--- src/rtl/gamePkg.sv ---
// Screen, playfield and sprite geometry shared by the chase engine.
// Import into any module that handles coordinates, directions or
// sprite ROM addresses.
package gamePkg;

    typedef logic [8:0]  coordT;  // Screen coordinate, 320x240 fits in 9 bits
    typedef logic [12:0] addrT;   // Sprite ROM address

    // Facing direction, also selects the sprite row in ROM
    typedef enum logic [1:0] {
        DirDown  = 2'd0,
        DirLeft  = 2'd1,
        DirUp    = 2'd2,
        DirRight = 2'd3
    } dirT;

    localparam coordT EnemyWidth   = 9'd26;
    localparam coordT EnemyHeight  = 9'd26;
    localparam coordT PlayerWidth  = 9'd18;
    localparam coordT PlayerHeight = 9'd20;

    // Playfield limits for the enemy top-left corner
    localparam coordT XMin = 9'd0;
    localparam coordT XMax = 9'd319;
    localparam coordT YMin = 9'd52;
    localparam coordT YMax = 9'd205;

    localparam coordT StepSize  = 9'd1;    // Pixels per frame
    localparam addrT  FrameSize = 13'd676; // 26 x 26 pixels per sprite frame

endpackage

--- src/rtl/enemyPkg.sv ---
// Enemy record layout, chaser FSM states and spawn positions.
// Used by the chaser, the state table and the renderer.
package enemyPkg;
    import gamePkg::*;

    // Spawn centres are spaced on a diagonal
    localparam int SpawnXPitch = 70;
    localparam int SpawnYPitch = 40;

    // One enemy, 23 bits, attackReady on top
    typedef struct packed {
        logic       attackReady;
        coordT      xPos;       // Top-left corner
        coordT      yPos;
        dirT        dir;        // Facing, picks the sprite row
        logic [1:0] stepCount;  // Walk phase
    } enemyRecT;

    typedef enum logic [1:0] {
        ChaseIdle,
        ChaseRead,
        ChaseWrite
    } chaseStateT;

    // Spawn record for enemy i, sprite centred on the spawn point
    function automatic enemyRecT resetRec(int unsigned i);
        enemyRecT r;
        r.attackReady = 1'b0;
        r.xPos        = coordT'(SpawnXPitch * (i + 1) - int'(EnemyWidth >> 1));
        r.yPos        = coordT'(SpawnYPitch * (i + 1) - int'(EnemyHeight >> 1));
        r.dir         = DirDown;
        r.stepCount   = 2'd0;
        return r;
    endfunction

endpackage

--- src/rtl/enemyTableIf.sv ---
// Connects the enemy state table to its writer (chaser) and its
// readers. The chaser reads one record at a time through rdIdx/rdRec
// and writes back with a one-cycle wrEn strobe; the renderer sees
// every record at once through allRecs.
interface enemyTableIf import enemyPkg::*; #(
    parameter int NumEnemies = 3
);

    logic [1:0] rdIdx;
    enemyRecT   rdRec;      // Combinational from rdIdx
    logic       wrEn;       // One-cycle write strobe
    logic [1:0] wrIdx;
    enemyRecT   wrRec;
    enemyRecT   allRecs [NumEnemies];

    // Producer side
    modport chaser (
        output rdIdx, wrEn, wrIdx, wrRec,
        input  rdRec
    );

    // Storage side
    modport store (
        input  rdIdx, wrEn, wrIdx, wrRec,
        output rdRec, allRecs
    );

    // Read-only view of all records
    modport view (
        input allRecs
    );

endinterface

--- src/rtl/enemyChaser.sv ---
// Per-frame enemy update. Each frameTick walks the table once:
// one cycle to fetch a record, one cycle to write the moved record
// back. updateDone pulses the cycle after the last write.
// Ticks that arrive mid-update are dropped.
module enemyChaser import gamePkg::*, enemyPkg::*; #(
    parameter int NumEnemies = 3
) (
    input  logic                  Clk,
    input  logic                  rstN,
    input  logic                  frameTick,
    input  coordT                 playerX,
    input  coordT                 playerY,
    input  logic [NumEnemies-1:0] alive,
    enemyTableIf.chaser           tbl,
    output logic                  updateDone
);

    chaseStateT state;
    logic [1:0] enemyIdx;
    logic       lastEnemy;
    enemyRecT   curRec;     // Record fetched in ChaseRead
    enemyRecT   nextRec;

    // Edges of the enemy sprite and the player window, 10 bits to avoid wrap
    logic [9:0] xRight;
    logic [9:0] yBottom;
    logic [9:0] playerXEnd;
    logic [9:0] playerYEnd;

    dirT        moveDir;
    logic       wantMove;
    logic       blocked;
    logic       moved;

    assign lastEnemy = (enemyIdx == 2'(NumEnemies - 1));

    always_ff @(posedge Clk) begin
        if (!rstN) begin
            state      <= ChaseIdle;
            enemyIdx   <= 2'd0;
            updateDone <= 1'b0;
        end else begin
            updateDone <= 1'b0;
            case (state)
                ChaseIdle: begin
                    if (frameTick) begin
                        enemyIdx <= 2'd0;
                        state    <= ChaseRead;
                    end
                end
                ChaseRead: state <= ChaseWrite;
                ChaseWrite: begin
                    if (lastEnemy) begin
                        state      <= ChaseIdle;
                        updateDone <= 1'b1;  // Table is fully updated now
                    end else begin
                        enemyIdx <= enemyIdx + 2'd1;
                        state    <= ChaseRead;
                    end
                end
                default: state <= ChaseIdle;
            endcase
        end
    end

    always_ff @(posedge Clk) begin
        if (state == ChaseRead)
            curRec <= tbl.rdRec;
    end

    assign xRight     = 10'(curRec.xPos) + 10'(EnemyWidth);
    assign yBottom    = 10'(curRec.yPos) + 10'(EnemyHeight);
    assign playerXEnd = 10'(playerX) + 10'(PlayerWidth);
    assign playerYEnd = 10'(playerY) + 10'(PlayerHeight);

    // Pick one axis toward the player: right, left, down, up
    always_comb begin
        wantMove = 1'b1;
        moveDir  = curRec.dir;
        if (xRight < 10'(playerX))
            moveDir = DirRight;
        else if (10'(curRec.xPos) > playerXEnd)
            moveDir = DirLeft;
        else if (yBottom < 10'(playerY))
            moveDir = DirDown;
        else if (10'(curRec.yPos) > playerYEnd)
            moveDir = DirUp;
        else
            wantMove = 1'b0;  // Overlapping the player window

        case (moveDir)
            DirRight: blocked = (xRight >= 10'(XMax));
            DirLeft:  blocked = (curRec.xPos <= XMin);
            DirDown:  blocked = (yBottom >= 10'(YMax));
            default:  blocked = (curRec.yPos <= YMin);
        endcase
    end

    assign moved = wantMove && !blocked;

    always_comb begin
        nextRec             = curRec;
        nextRec.attackReady = 1'b0;  // Dead enemies only lose attackReady
        if (alive[enemyIdx]) begin
            nextRec.dir         = moveDir;
            nextRec.attackReady = !moved;
            if (moved) begin
                nextRec.stepCount = curRec.stepCount + 2'd1;
                case (moveDir)
                    DirRight: nextRec.xPos = curRec.xPos + StepSize;
                    DirLeft:  nextRec.xPos = curRec.xPos - StepSize;
                    DirDown:  nextRec.yPos = curRec.yPos + StepSize;
                    default:  nextRec.yPos = curRec.yPos - StepSize;
                endcase
            end
        end
    end

    assign tbl.rdIdx = enemyIdx;
    assign tbl.wrIdx = enemyIdx;
    assign tbl.wrEn  = (state == ChaseWrite);
    assign tbl.wrRec = nextRec;

endmodule

--- src/rtl/enemyEngine.sv ---
// Top level of the multi-enemy chase engine. A frame tick triggers
// one pass of the chaser over the state table; the renderer answers
// per-pixel queries in parallel. Enemy positions come out flattened,
// enemy i at bits [9*i +: 9].
module enemyEngine import gamePkg::*; #(
    parameter int NumEnemies = 3  // 1 to 4
) (
    input  logic                    Clk,
    input  logic                    rstN,
    input  logic                    frameTick,
    input  coordT                   playerX,
    input  coordT                   playerY,
    input  logic [NumEnemies-1:0]   alive,
    input  coordT                   pixelX,
    input  coordT                   pixelY,
    output logic                    isEnemy,
    output addrT                    spriteAddr,
    output logic [NumEnemies-1:0]   attackReady,
    output logic [NumEnemies*9-1:0] enemyXPos,
    output logic [NumEnemies*9-1:0] enemyYPos,
    output logic                    updateDone
);

    coordT xPosArr [NumEnemies];
    coordT yPosArr [NumEnemies];

    enemyTableIf #(.NumEnemies(NumEnemies)) tblIf ();

    enemyChaser #(.NumEnemies(NumEnemies)) chaser (
        .Clk        (Clk),
        .rstN       (rstN),
        .frameTick  (frameTick),
        .playerX    (playerX),
        .playerY    (playerY),
        .alive      (alive),
        .tbl        (tblIf.chaser),
        .updateDone (updateDone)
    );

    enemyStateTable #(.NumEnemies(NumEnemies)) stateTable (
        .Clk         (Clk),
        .rstN        (rstN),
        .tbl         (tblIf.store),
        .alive       (alive),
        .attackReady (attackReady),
        .enemyXPos   (xPosArr),
        .enemyYPos   (yPosArr)
    );

    spriteRenderer #(.NumEnemies(NumEnemies)) renderer (
        .Clk        (Clk),
        .rstN       (rstN),
        .pixelX     (pixelX),
        .pixelY     (pixelY),
        .alive      (alive),
        .recs       (tblIf.view),
        .isEnemy    (isEnemy),
        .spriteAddr (spriteAddr)
    );

    // Pack per-enemy positions onto the flat output buses
    always_comb begin
        for (int i = 0; i < NumEnemies; i++) begin
            enemyXPos[i*9 +: 9] = xPosArr[i];
            enemyYPos[i*9 +: 9] = yPosArr[i];
        end
    end

endmodule

--- src/rtl/enemyStateTable.sv ---
// Register array holding every enemy record. One combinational read
// port and one write port serve the chaser; all records are exposed
// to the renderer and to the position and attack-ready outputs.
module enemyStateTable import gamePkg::*, enemyPkg::*; #(
    parameter int NumEnemies = 3
) (
    input  logic                  Clk,
    input  logic                  rstN,
    enemyTableIf.store            tbl,
    input  logic [NumEnemies-1:0] alive,
    output logic [NumEnemies-1:0] attackReady,
    output coordT                 enemyXPos [NumEnemies],
    output coordT                 enemyYPos [NumEnemies]
);

    enemyRecT recs [NumEnemies];

    always_ff @(posedge Clk) begin
        if (!rstN) begin
            for (int i = 0; i < NumEnemies; i++)
                recs[i] <= resetRec(i);  // Back to spawn points
        end else if (tbl.wrEn) begin
            recs[tbl.wrIdx] <= tbl.wrRec;
        end
    end

    assign tbl.rdRec   = recs[tbl.rdIdx];
    assign tbl.allRecs = recs;

    always_comb begin
        for (int i = 0; i < NumEnemies; i++) begin
            enemyXPos[i]   = recs[i].xPos;
            enemyYPos[i]   = recs[i].yPos;
            // A death drops attackReady right away, not at the next frame
            attackReady[i] = recs[i].attackReady && alive[i];
        end
    end

endmodule

--- src/rtl/spriteRenderer.sv ---
// Per-pixel enemy lookup for the video path. Tests the scan pixel
// against every living enemy and returns the hit flag and the sprite
// ROM address, one cycle later. The lowest enemy index wins overlaps.
module spriteRenderer import gamePkg::*, enemyPkg::*; #(
    parameter int NumEnemies = 3
) (
    input  logic                  Clk,
    input  logic                  rstN,
    input  coordT                 pixelX,
    input  coordT                 pixelY,
    input  logic [NumEnemies-1:0] alive,
    enemyTableIf.view             recs,
    output logic                  isEnemy,
    output addrT                  spriteAddr
);

    logic hitNext;
    addrT addrNext;

    // True when the pixel lies inside the enemy's 26x26 box
    function automatic logic insideSprite(coordT px, coordT py, enemyRecT r);
        logic inX;
        logic inY;
        inX = (px >= r.xPos) && (10'(px) < 10'(r.xPos) + 10'(EnemyWidth));
        inY = (py >= r.yPos) && (10'(py) < 10'(r.yPos) + 10'(EnemyHeight));
        return inX && inY;
    endfunction

    // Frame index: 3 frames per direction, stand pose on even steps
    function automatic addrT spriteOffset(coordT px, coordT py, enemyRecT r);
        addrT dx;
        addrT dy;
        addrT frame;
        dx    = addrT'(coordT'(px - r.xPos));
        dy    = addrT'(coordT'(py - r.yPos));
        frame = addrT'(3 * r.dir);
        if (r.stepCount[0])
            frame = frame + 13'd1 + addrT'(r.stepCount[1]);
        return dx + dy * addrT'(EnemyWidth) + frame * FrameSize;
    endfunction

    // Walk from the top index down so index 0 has the final say
    always_comb begin
        hitNext  = 1'b0;
        addrNext = '0;
        for (int i = NumEnemies - 1; i >= 0; i--) begin
            if (alive[i] && insideSprite(pixelX, pixelY, recs.allRecs[i])) begin
                hitNext  = 1'b1;
                addrNext = spriteOffset(pixelX, pixelY, recs.allRecs[i]);
            end
        end
    end

    always_ff @(posedge Clk) begin
        if (!rstN)
            isEnemy <= 1'b0;
        else
            isEnemy <= hitNext;
    end

    always_ff @(posedge Clk) begin
        spriteAddr <= addrNext;  // Zero on a miss
    end

endmodule

--- config.mk ---
export PLATFORM = sky130hd
export DESIGN_NAME = enemyEngine
export DESIGN_NICKNAME = d
export VERILOG_FILES = /design/src/rtl/gamePkg.sv /design/src/rtl/enemyPkg.sv /design/src/rtl/enemyTableIf.sv /design/src/rtl/enemyChaser.sv /design/src/rtl/enemyEngine.sv /design/src/rtl/enemyStateTable.sv /design/src/rtl/spriteRenderer.sv
export SDC_FILE = /design/constraint.sdc
export NUM_CORES = 1
export LEC_CHECK = 0
export BUFFER_PORTS_ARGS = -buffer_cell sky130_fd_sc_hd__buf_2
export CAP_MARGIN = 40
export CORE_ASPECT_RATIO = 0.6
export CORE_UTILIZATION = 50
export DETAILED_ROUTE_END_ITERATION = 10
export PLACE_DENSITY = 0.68
export RECOVER_POWER = 25
export SETUP_SLACK_MARGIN = 0.05
export SYNTH_ARGS = -nofsm -noshare
export SYNTH_HDL_FRONTEND = slang
export SYNTH_HIERARCHICAL = 1
export SYNTH_SLANG_ARGS = --single-unit
--- constraint.sdc ---
create_clock -name Clk -period 8.3 [get_ports Clk]
set_input_delay 1.66 -clock Clk [delete_from_list [all_inputs] [get_ports Clk]]
set_output_delay 1.66 -clock Clk [all_outputs]
set_load 0.05 [all_outputs]
**Word-level counts from Yosys, hierarchy flattened**

Cells that the tools add are included.

- Bits of input ports: 42
- Output and inout bits: 72
- Bits in registers: 110
- Logic and storage cells: 164

- Bitwise logic cells: 1
- Equality and inequality tests: 7
- Reduce and logical (&&, ||, !) cells: 25
- Order comparisons: 23
- Add/subtract/negate cells: 34
- Multipliers: 9
- Multiplexer cells: 41

Operators by type and width:

| operator | number |
|---|---|
| two-way mux 13 bit | 9 |
| adder 9 x 5 -> 10 bit, second input constant | 10 |
| bitwise mux 69 bit | 1 |
| < comparator 9 x 10 -> 1 bit | 6 |
| greater-or-equal comparator 9 bit | 6 |
| subtractor 9 bit | 6 |
| binary-select mux 23 bit (select 2 bit) | 1 |
| demux 23 bit (select 2 bit) | 1 |
| two-way mux 23 bit | 2 |
| two-way mux 22 bit | 2 |
| adder 13 x 1 -> 13 bit | 3 |
| adder 13 bit | 3 |
| adder 9 x 13 -> 13 bit | 3 |
| multiplier 13 x 8 -> 11 bit, second input constant | 3 |
| multiplier 9 x 4 -> 12 bit, second input constant | 3 |
| case mux 9 bit (2 select lines) | 2 |
| > comparator 9 x 10 -> 1 bit | 2 |
| < comparator 10 x 9 -> 1 bit | 2 |
| adder 9 x 1 -> 9 bit, second input constant | 2 |
| two-way mux 18 bit | 1 |
| subtractor 9 x 1 -> 9 bit, second input constant | 2 |
| logical AND 1 bit | 17 |
| two-way mux 2 bit | 8 |
| adder 4 x 1 -> 5 bit, second input constant | 3 |
| other kinds (24) | 42 |

**Longest topological paths before layout**

- Word-level depth: 13
- Gate-level depth with buffers: 28
- Mapped depth without buffers: 28

**Hierarchy**

The synthesis kept the hierarchy.

By module, submodules not included:

| module | cells an instance | area each (µm²) | instances |
|---|---|---|---|
| spriteRenderer | 1226 | 9997.1 | 1 |
| enemyStateTable | 380 | 3642.2 | 1 |
| enemyChaser | 374 | 3497.1 | 1 |

**Least setup slack after synthesis**

No wires, ideal clock.

- Kind: input-to-reg
- From: in pixelY[0]
- To: reg renderer.spriteAddr[12]
- Arrival time: 6.604 ns
- Path slack: 1.571 ns
- Stages: 27
- Cells stage by stage: inv_1 -> ha_1 -> inv_1 -> fa_1 -> a21o_1 -> a21oi_1 -> xnor2_1 -> inv_1 -> fa_1 -> inv_1 -> ha_1 -> a21o_1 -> a21oi_1 -> o21bai_1 -> a21oi_1 -> o21bai_1 -> a21oi_1 -> xnor2_1 -> ha_1 -> xnor2_1 -> xnor2_1 -> xnor3_1 -> xor2_1 -> or4_4 -> a21o_1 -> a21oi_1 -> a31oi_1

- Cells in the longest elaborated chain, start to end: 7
- Elaborated cells between the ends (all ways): 30
- Those cells by class: add/sub: 9; mul: 3; order compare: 6; mux: 3; reduce/logical: 9

RTL lines:

| item | RTL line | source |
|---|---|---|
| start, declared | enemyEngine.sv:15 | `input coordT pixelY,` |
| subtractor 9 bit (tied with other cells) | spriteRenderer.sv:35 | `dy = addrT'(coordT'(py - r.yPos));` |
| multiplier 9 x 4 -> 12 bit / logical AND 1 bit (equally long branches) | spriteRenderer.sv:39, spriteRenderer.sv:25 |  |
| adder 9 x 13 -> 13 bit / logical AND 1 bit (equally long branches) | spriteRenderer.sv:39, spriteRenderer.sv:26 |  |
| adder 13 bit / logical AND 1 bit (equally long branches) | spriteRenderer.sv:39, spriteRenderer.sv:47 |  |
| two-way mux 13 bit (2 in series) | spriteRenderer.sv:47 | `if (alive[i] && insideSprite(pixelX, pixelY, recs.allRecs[i])) begin` |
| two-way mux 13 bit (*) | spriteRenderer.sv:47 |  |
| net renderer.addrNext[12] | spriteRenderer.sv:18 | `addrT addrNext;` |
| end signal, assigned | spriteRenderer.sv:62 | `spriteAddr <= addrNext;` |
| end, declared | spriteRenderer.sv:14 | `output addrT spriteAddr` |

The timed path passes the listed nets; every way through them passes the cells marked *.
A chain may end at the register's enable or synchronous reset.

**Worst setup path in the final report**

Same ends and word-level chain as after synthesis.

==> impl_metrics.env <==
export IMPL_outcome="complete, but fails checks"
export IMPL_violations="capacitance limit, slew limit"
export IMPL_clk_latency_ns=0.37
export IMPL_syn_cell_area_um2=17100
export IMPL_rsz0062_at_grt="false"
export IMPL_core_area_um2=33700
export IMPL_grt_overflow_total=0
export IMPL_pwr_share_comb=0.724
export IMPL_fin_setup_tns_ns=0
export IMPL_gp_congestion=0.948
export IMPL_drive_above_1_share=0.0952
export IMPL_avgRoutedWirePerCell_um=18.9
export IMPL_clock_skew_ns=0.0102
export IMPL_initial_core_util=0.508
export IMPL_cp_slowest_cell="or4_4"
export IMPL_maxSlewHeadroom=-0.270
export IMPL_ios=114
export IMPL_drt_vias_per_instance=5.74
export IMPL_dp_hpwl_mm=39.0
export IMPL_nNetsFinal=2444
export IMPL_cp_slowest_stage_delay_ns=0.56
export IMPL_swShare=0.483
export IMPL_maxCapViolCount=2
export IMPL_cts_buffers=9
export IMPL_fin_hold_ws_ns=0.469
export IMPL_internal_power_mw=1.92
export IMPL_worstPathMaxFanout=4
export IMPL_grt_use_met3=0.0481
export IMPL_clockPowerShare=0.116
export IMPL_fin_crit_sh=0.849
export IMPL_post_cts_resized=0
export IMPL_dr_pass1_iters=6
export IMPL_power_mw=3.72
export IMPL_worstMarginPinSlew_ns=1.90
export IMPL_worstSetupPathType="input pin to register"
export IMPL_ant_nets=0
export IMPL_critPathCaptureType="register"
export IMPL_hold_violations=0
export IMPL_multiInputGateArea_um2=13100
export IMPL_critPathLaunchType="input pin"
export IMPL_tritoncts="built"
export IMPL_wl_mm=46.7
export IMPL_clockRootBuffer="clkbuf_16"
export IMPL_dp_cells=2459
export IMPL_dr_first_iter_drc_count=1176
export IMPL_layout_commonest_cell="ha_1"
export IMPL_grt_busiest_layer="met1"
export IMPL_arrival_ns=7.28
export IMPL_power_switching_mw=1.80
export IMPL_grt_first_pass_wirelength_mm=73.6
export IMPL_die_width_um=241
export IMPL_port_buffers=113
export IMPL_layout_common_cells="ha_1, inv_1, xnor2_1"
export IMPL_peakVddDrop_uv=190
export IMPL_p_leak_nw=8.88
export IMPL_synth_avg_cell_area_um2=8.65
export IMPL_max_freq_mhz=142
export IMPL_drcViolationCount=0
export IMPL_setup_viol=0
export IMPL_seq_power_share=0.161
export IMPL_cp_top_family="compound AO/OA/AOI/OAI gates"
export IMPL_cts_max_path_buffers=2
export IMPL_htreeDepth=3
export IMPL_netlist_instances=1978
export IMPL_worst_path_buf_inv=5
export IMPL_syn_to_final_growth_pct=4.81
export IMPL_syn_nets=2411
export IMPL_finalMaxSlewViolations=63
export IMPL_grt_max_degree=90
export IMPL_synth_warnings=6
export IMPL_nFillCells=3184
export IMPL_met2_usage=0.367
export IMPL_cts_sinks=110
export IMPL_grt_pass1_vias=13300
export IMPL_path_common_cell="a21oi_1"
export IMPL_die_h_um=145
export IMPL_cts_setup_buffers=0
export IMPL_die_area_um2=35000
export IMPL_vias=14200
export IMPL_worstPathRequired_ns=8.53
export IMPL_pwr_density_cell_nw_per_um2=207
export IMPL_grtUsageMet1=0.432
export IMPL_stdcell_count=2475
export IMPL_timing_final_crit_period_ns=7.05
export IMPL_n_antenna_cell=0
export IMPL_rows=52
export IMPL_track_usage=0.268
export IMPL_hold_buffers=0
export IMPL_clkTransAtPathRegs_ns=0.08
export IMPL_hp_class="register to register"
export IMPL_antenna_found_initial=0
export IMPL_seqCellArea_um2=2420
## worst register-to-register path: stages (launching register included)
cell and delay (ns):
edfxtp_1 0.58, ha_1 0.42, or3_1 0.42, nand3_1 0.12, xnor2_1 0.14, ha_1 0.27
a211oi_1 0.29, a31oi_1 0.16, nor4_4 0.50, o31ai_1 0.22, nor2_1 0.54, ha_1 0.40
a21o_1 0.17, a21oi_1 0.23, o21ai_0 0.19, o41ai_1 0.41, nand3_1 0.12, o21ai_0 0.10
o211ai_1 0.15, xnor2_1 0.21, nand2_1 0.13, mux2i_1 0.19
## power by group through the flow
stage,sequential (mW),clock (mW),combinational (mW)
6_report,0.598,0.431,2.69
5_1_grt,0.600,0.459,3.00
4_1_cts,0.596,0.437,2.66
3_5_place_dp,0.608,0,2.63
3_3_place_gp,0.609,0,2.56
2_1_floorplan,0.648,0,2.04
## per-layer routing
layer | wire [um] | part of all wire
met1 | 24200 | 0.52
met2 | 18300 | 0.39
met3 | 3750 | 0.080
met4 | 498 | 0.011
met5 | 0 | 0
## final timing paths
kind                                   start                         end  slack (ns)  depth (start not counted)
setup / recovery                   pixelY[0]     renderer/spriteAddr[12]        1.25                         28
hold / removal    stateTable/tbl.allRecs[68]  stateTable/tbl.allRecs[68]        0.47                          2
setup reg to reg            chaser/curRec[5]     stateTable/enemyXPos[8]        2.25                         21
hold reg to reg   stateTable/tbl.allRecs[68]  stateTable/tbl.allRecs[68]        0.47                          2
## sequential cells by signal, indices dropped and copies added, names as in the netlist
register,flops
chaser/curRec,22
stateTable/tbl.allRecs,15
stateTable/enemyXPos,27
chaser/updateDone,1
stateTable/enemyYPos,27
renderer/spriteAddr,13
renderer/isEnemy,1
chaser/state,2
chaser/tbl.rdIdx,2
## layout make-up
| type | instances | area share |
|---|---|---|
| clock buffers | 9 | 0.0126 |
| clock inverters | 7 | 0.00265 |
| inverters | 241 | 0.0504 |
| multi-input cells | 1524 | 0.731 |
| flip-flops and latches | 110 | 0.135 |
| well taps | 459 | 0.0320 |
| repair buffers | 125 | 0.0366 |
## per-stage QoR
stage | setup slack (ns) | cell area [um2] | utilization
2_1_floorplan | 1.57 | 17100 | -
3_3_place_gp | 1.06 | 17600 | 0.524
3_5_place_dp | 0.914 | 17700 | 0.525
4_1_cts | 1.32 | 18000 | 0.533
5_1_grt | 0.886 | 17900 | 0.532
6_report | 1.25 | 17900 | 0.532
No activity file was read; power rests on OpenSTA's default activity.
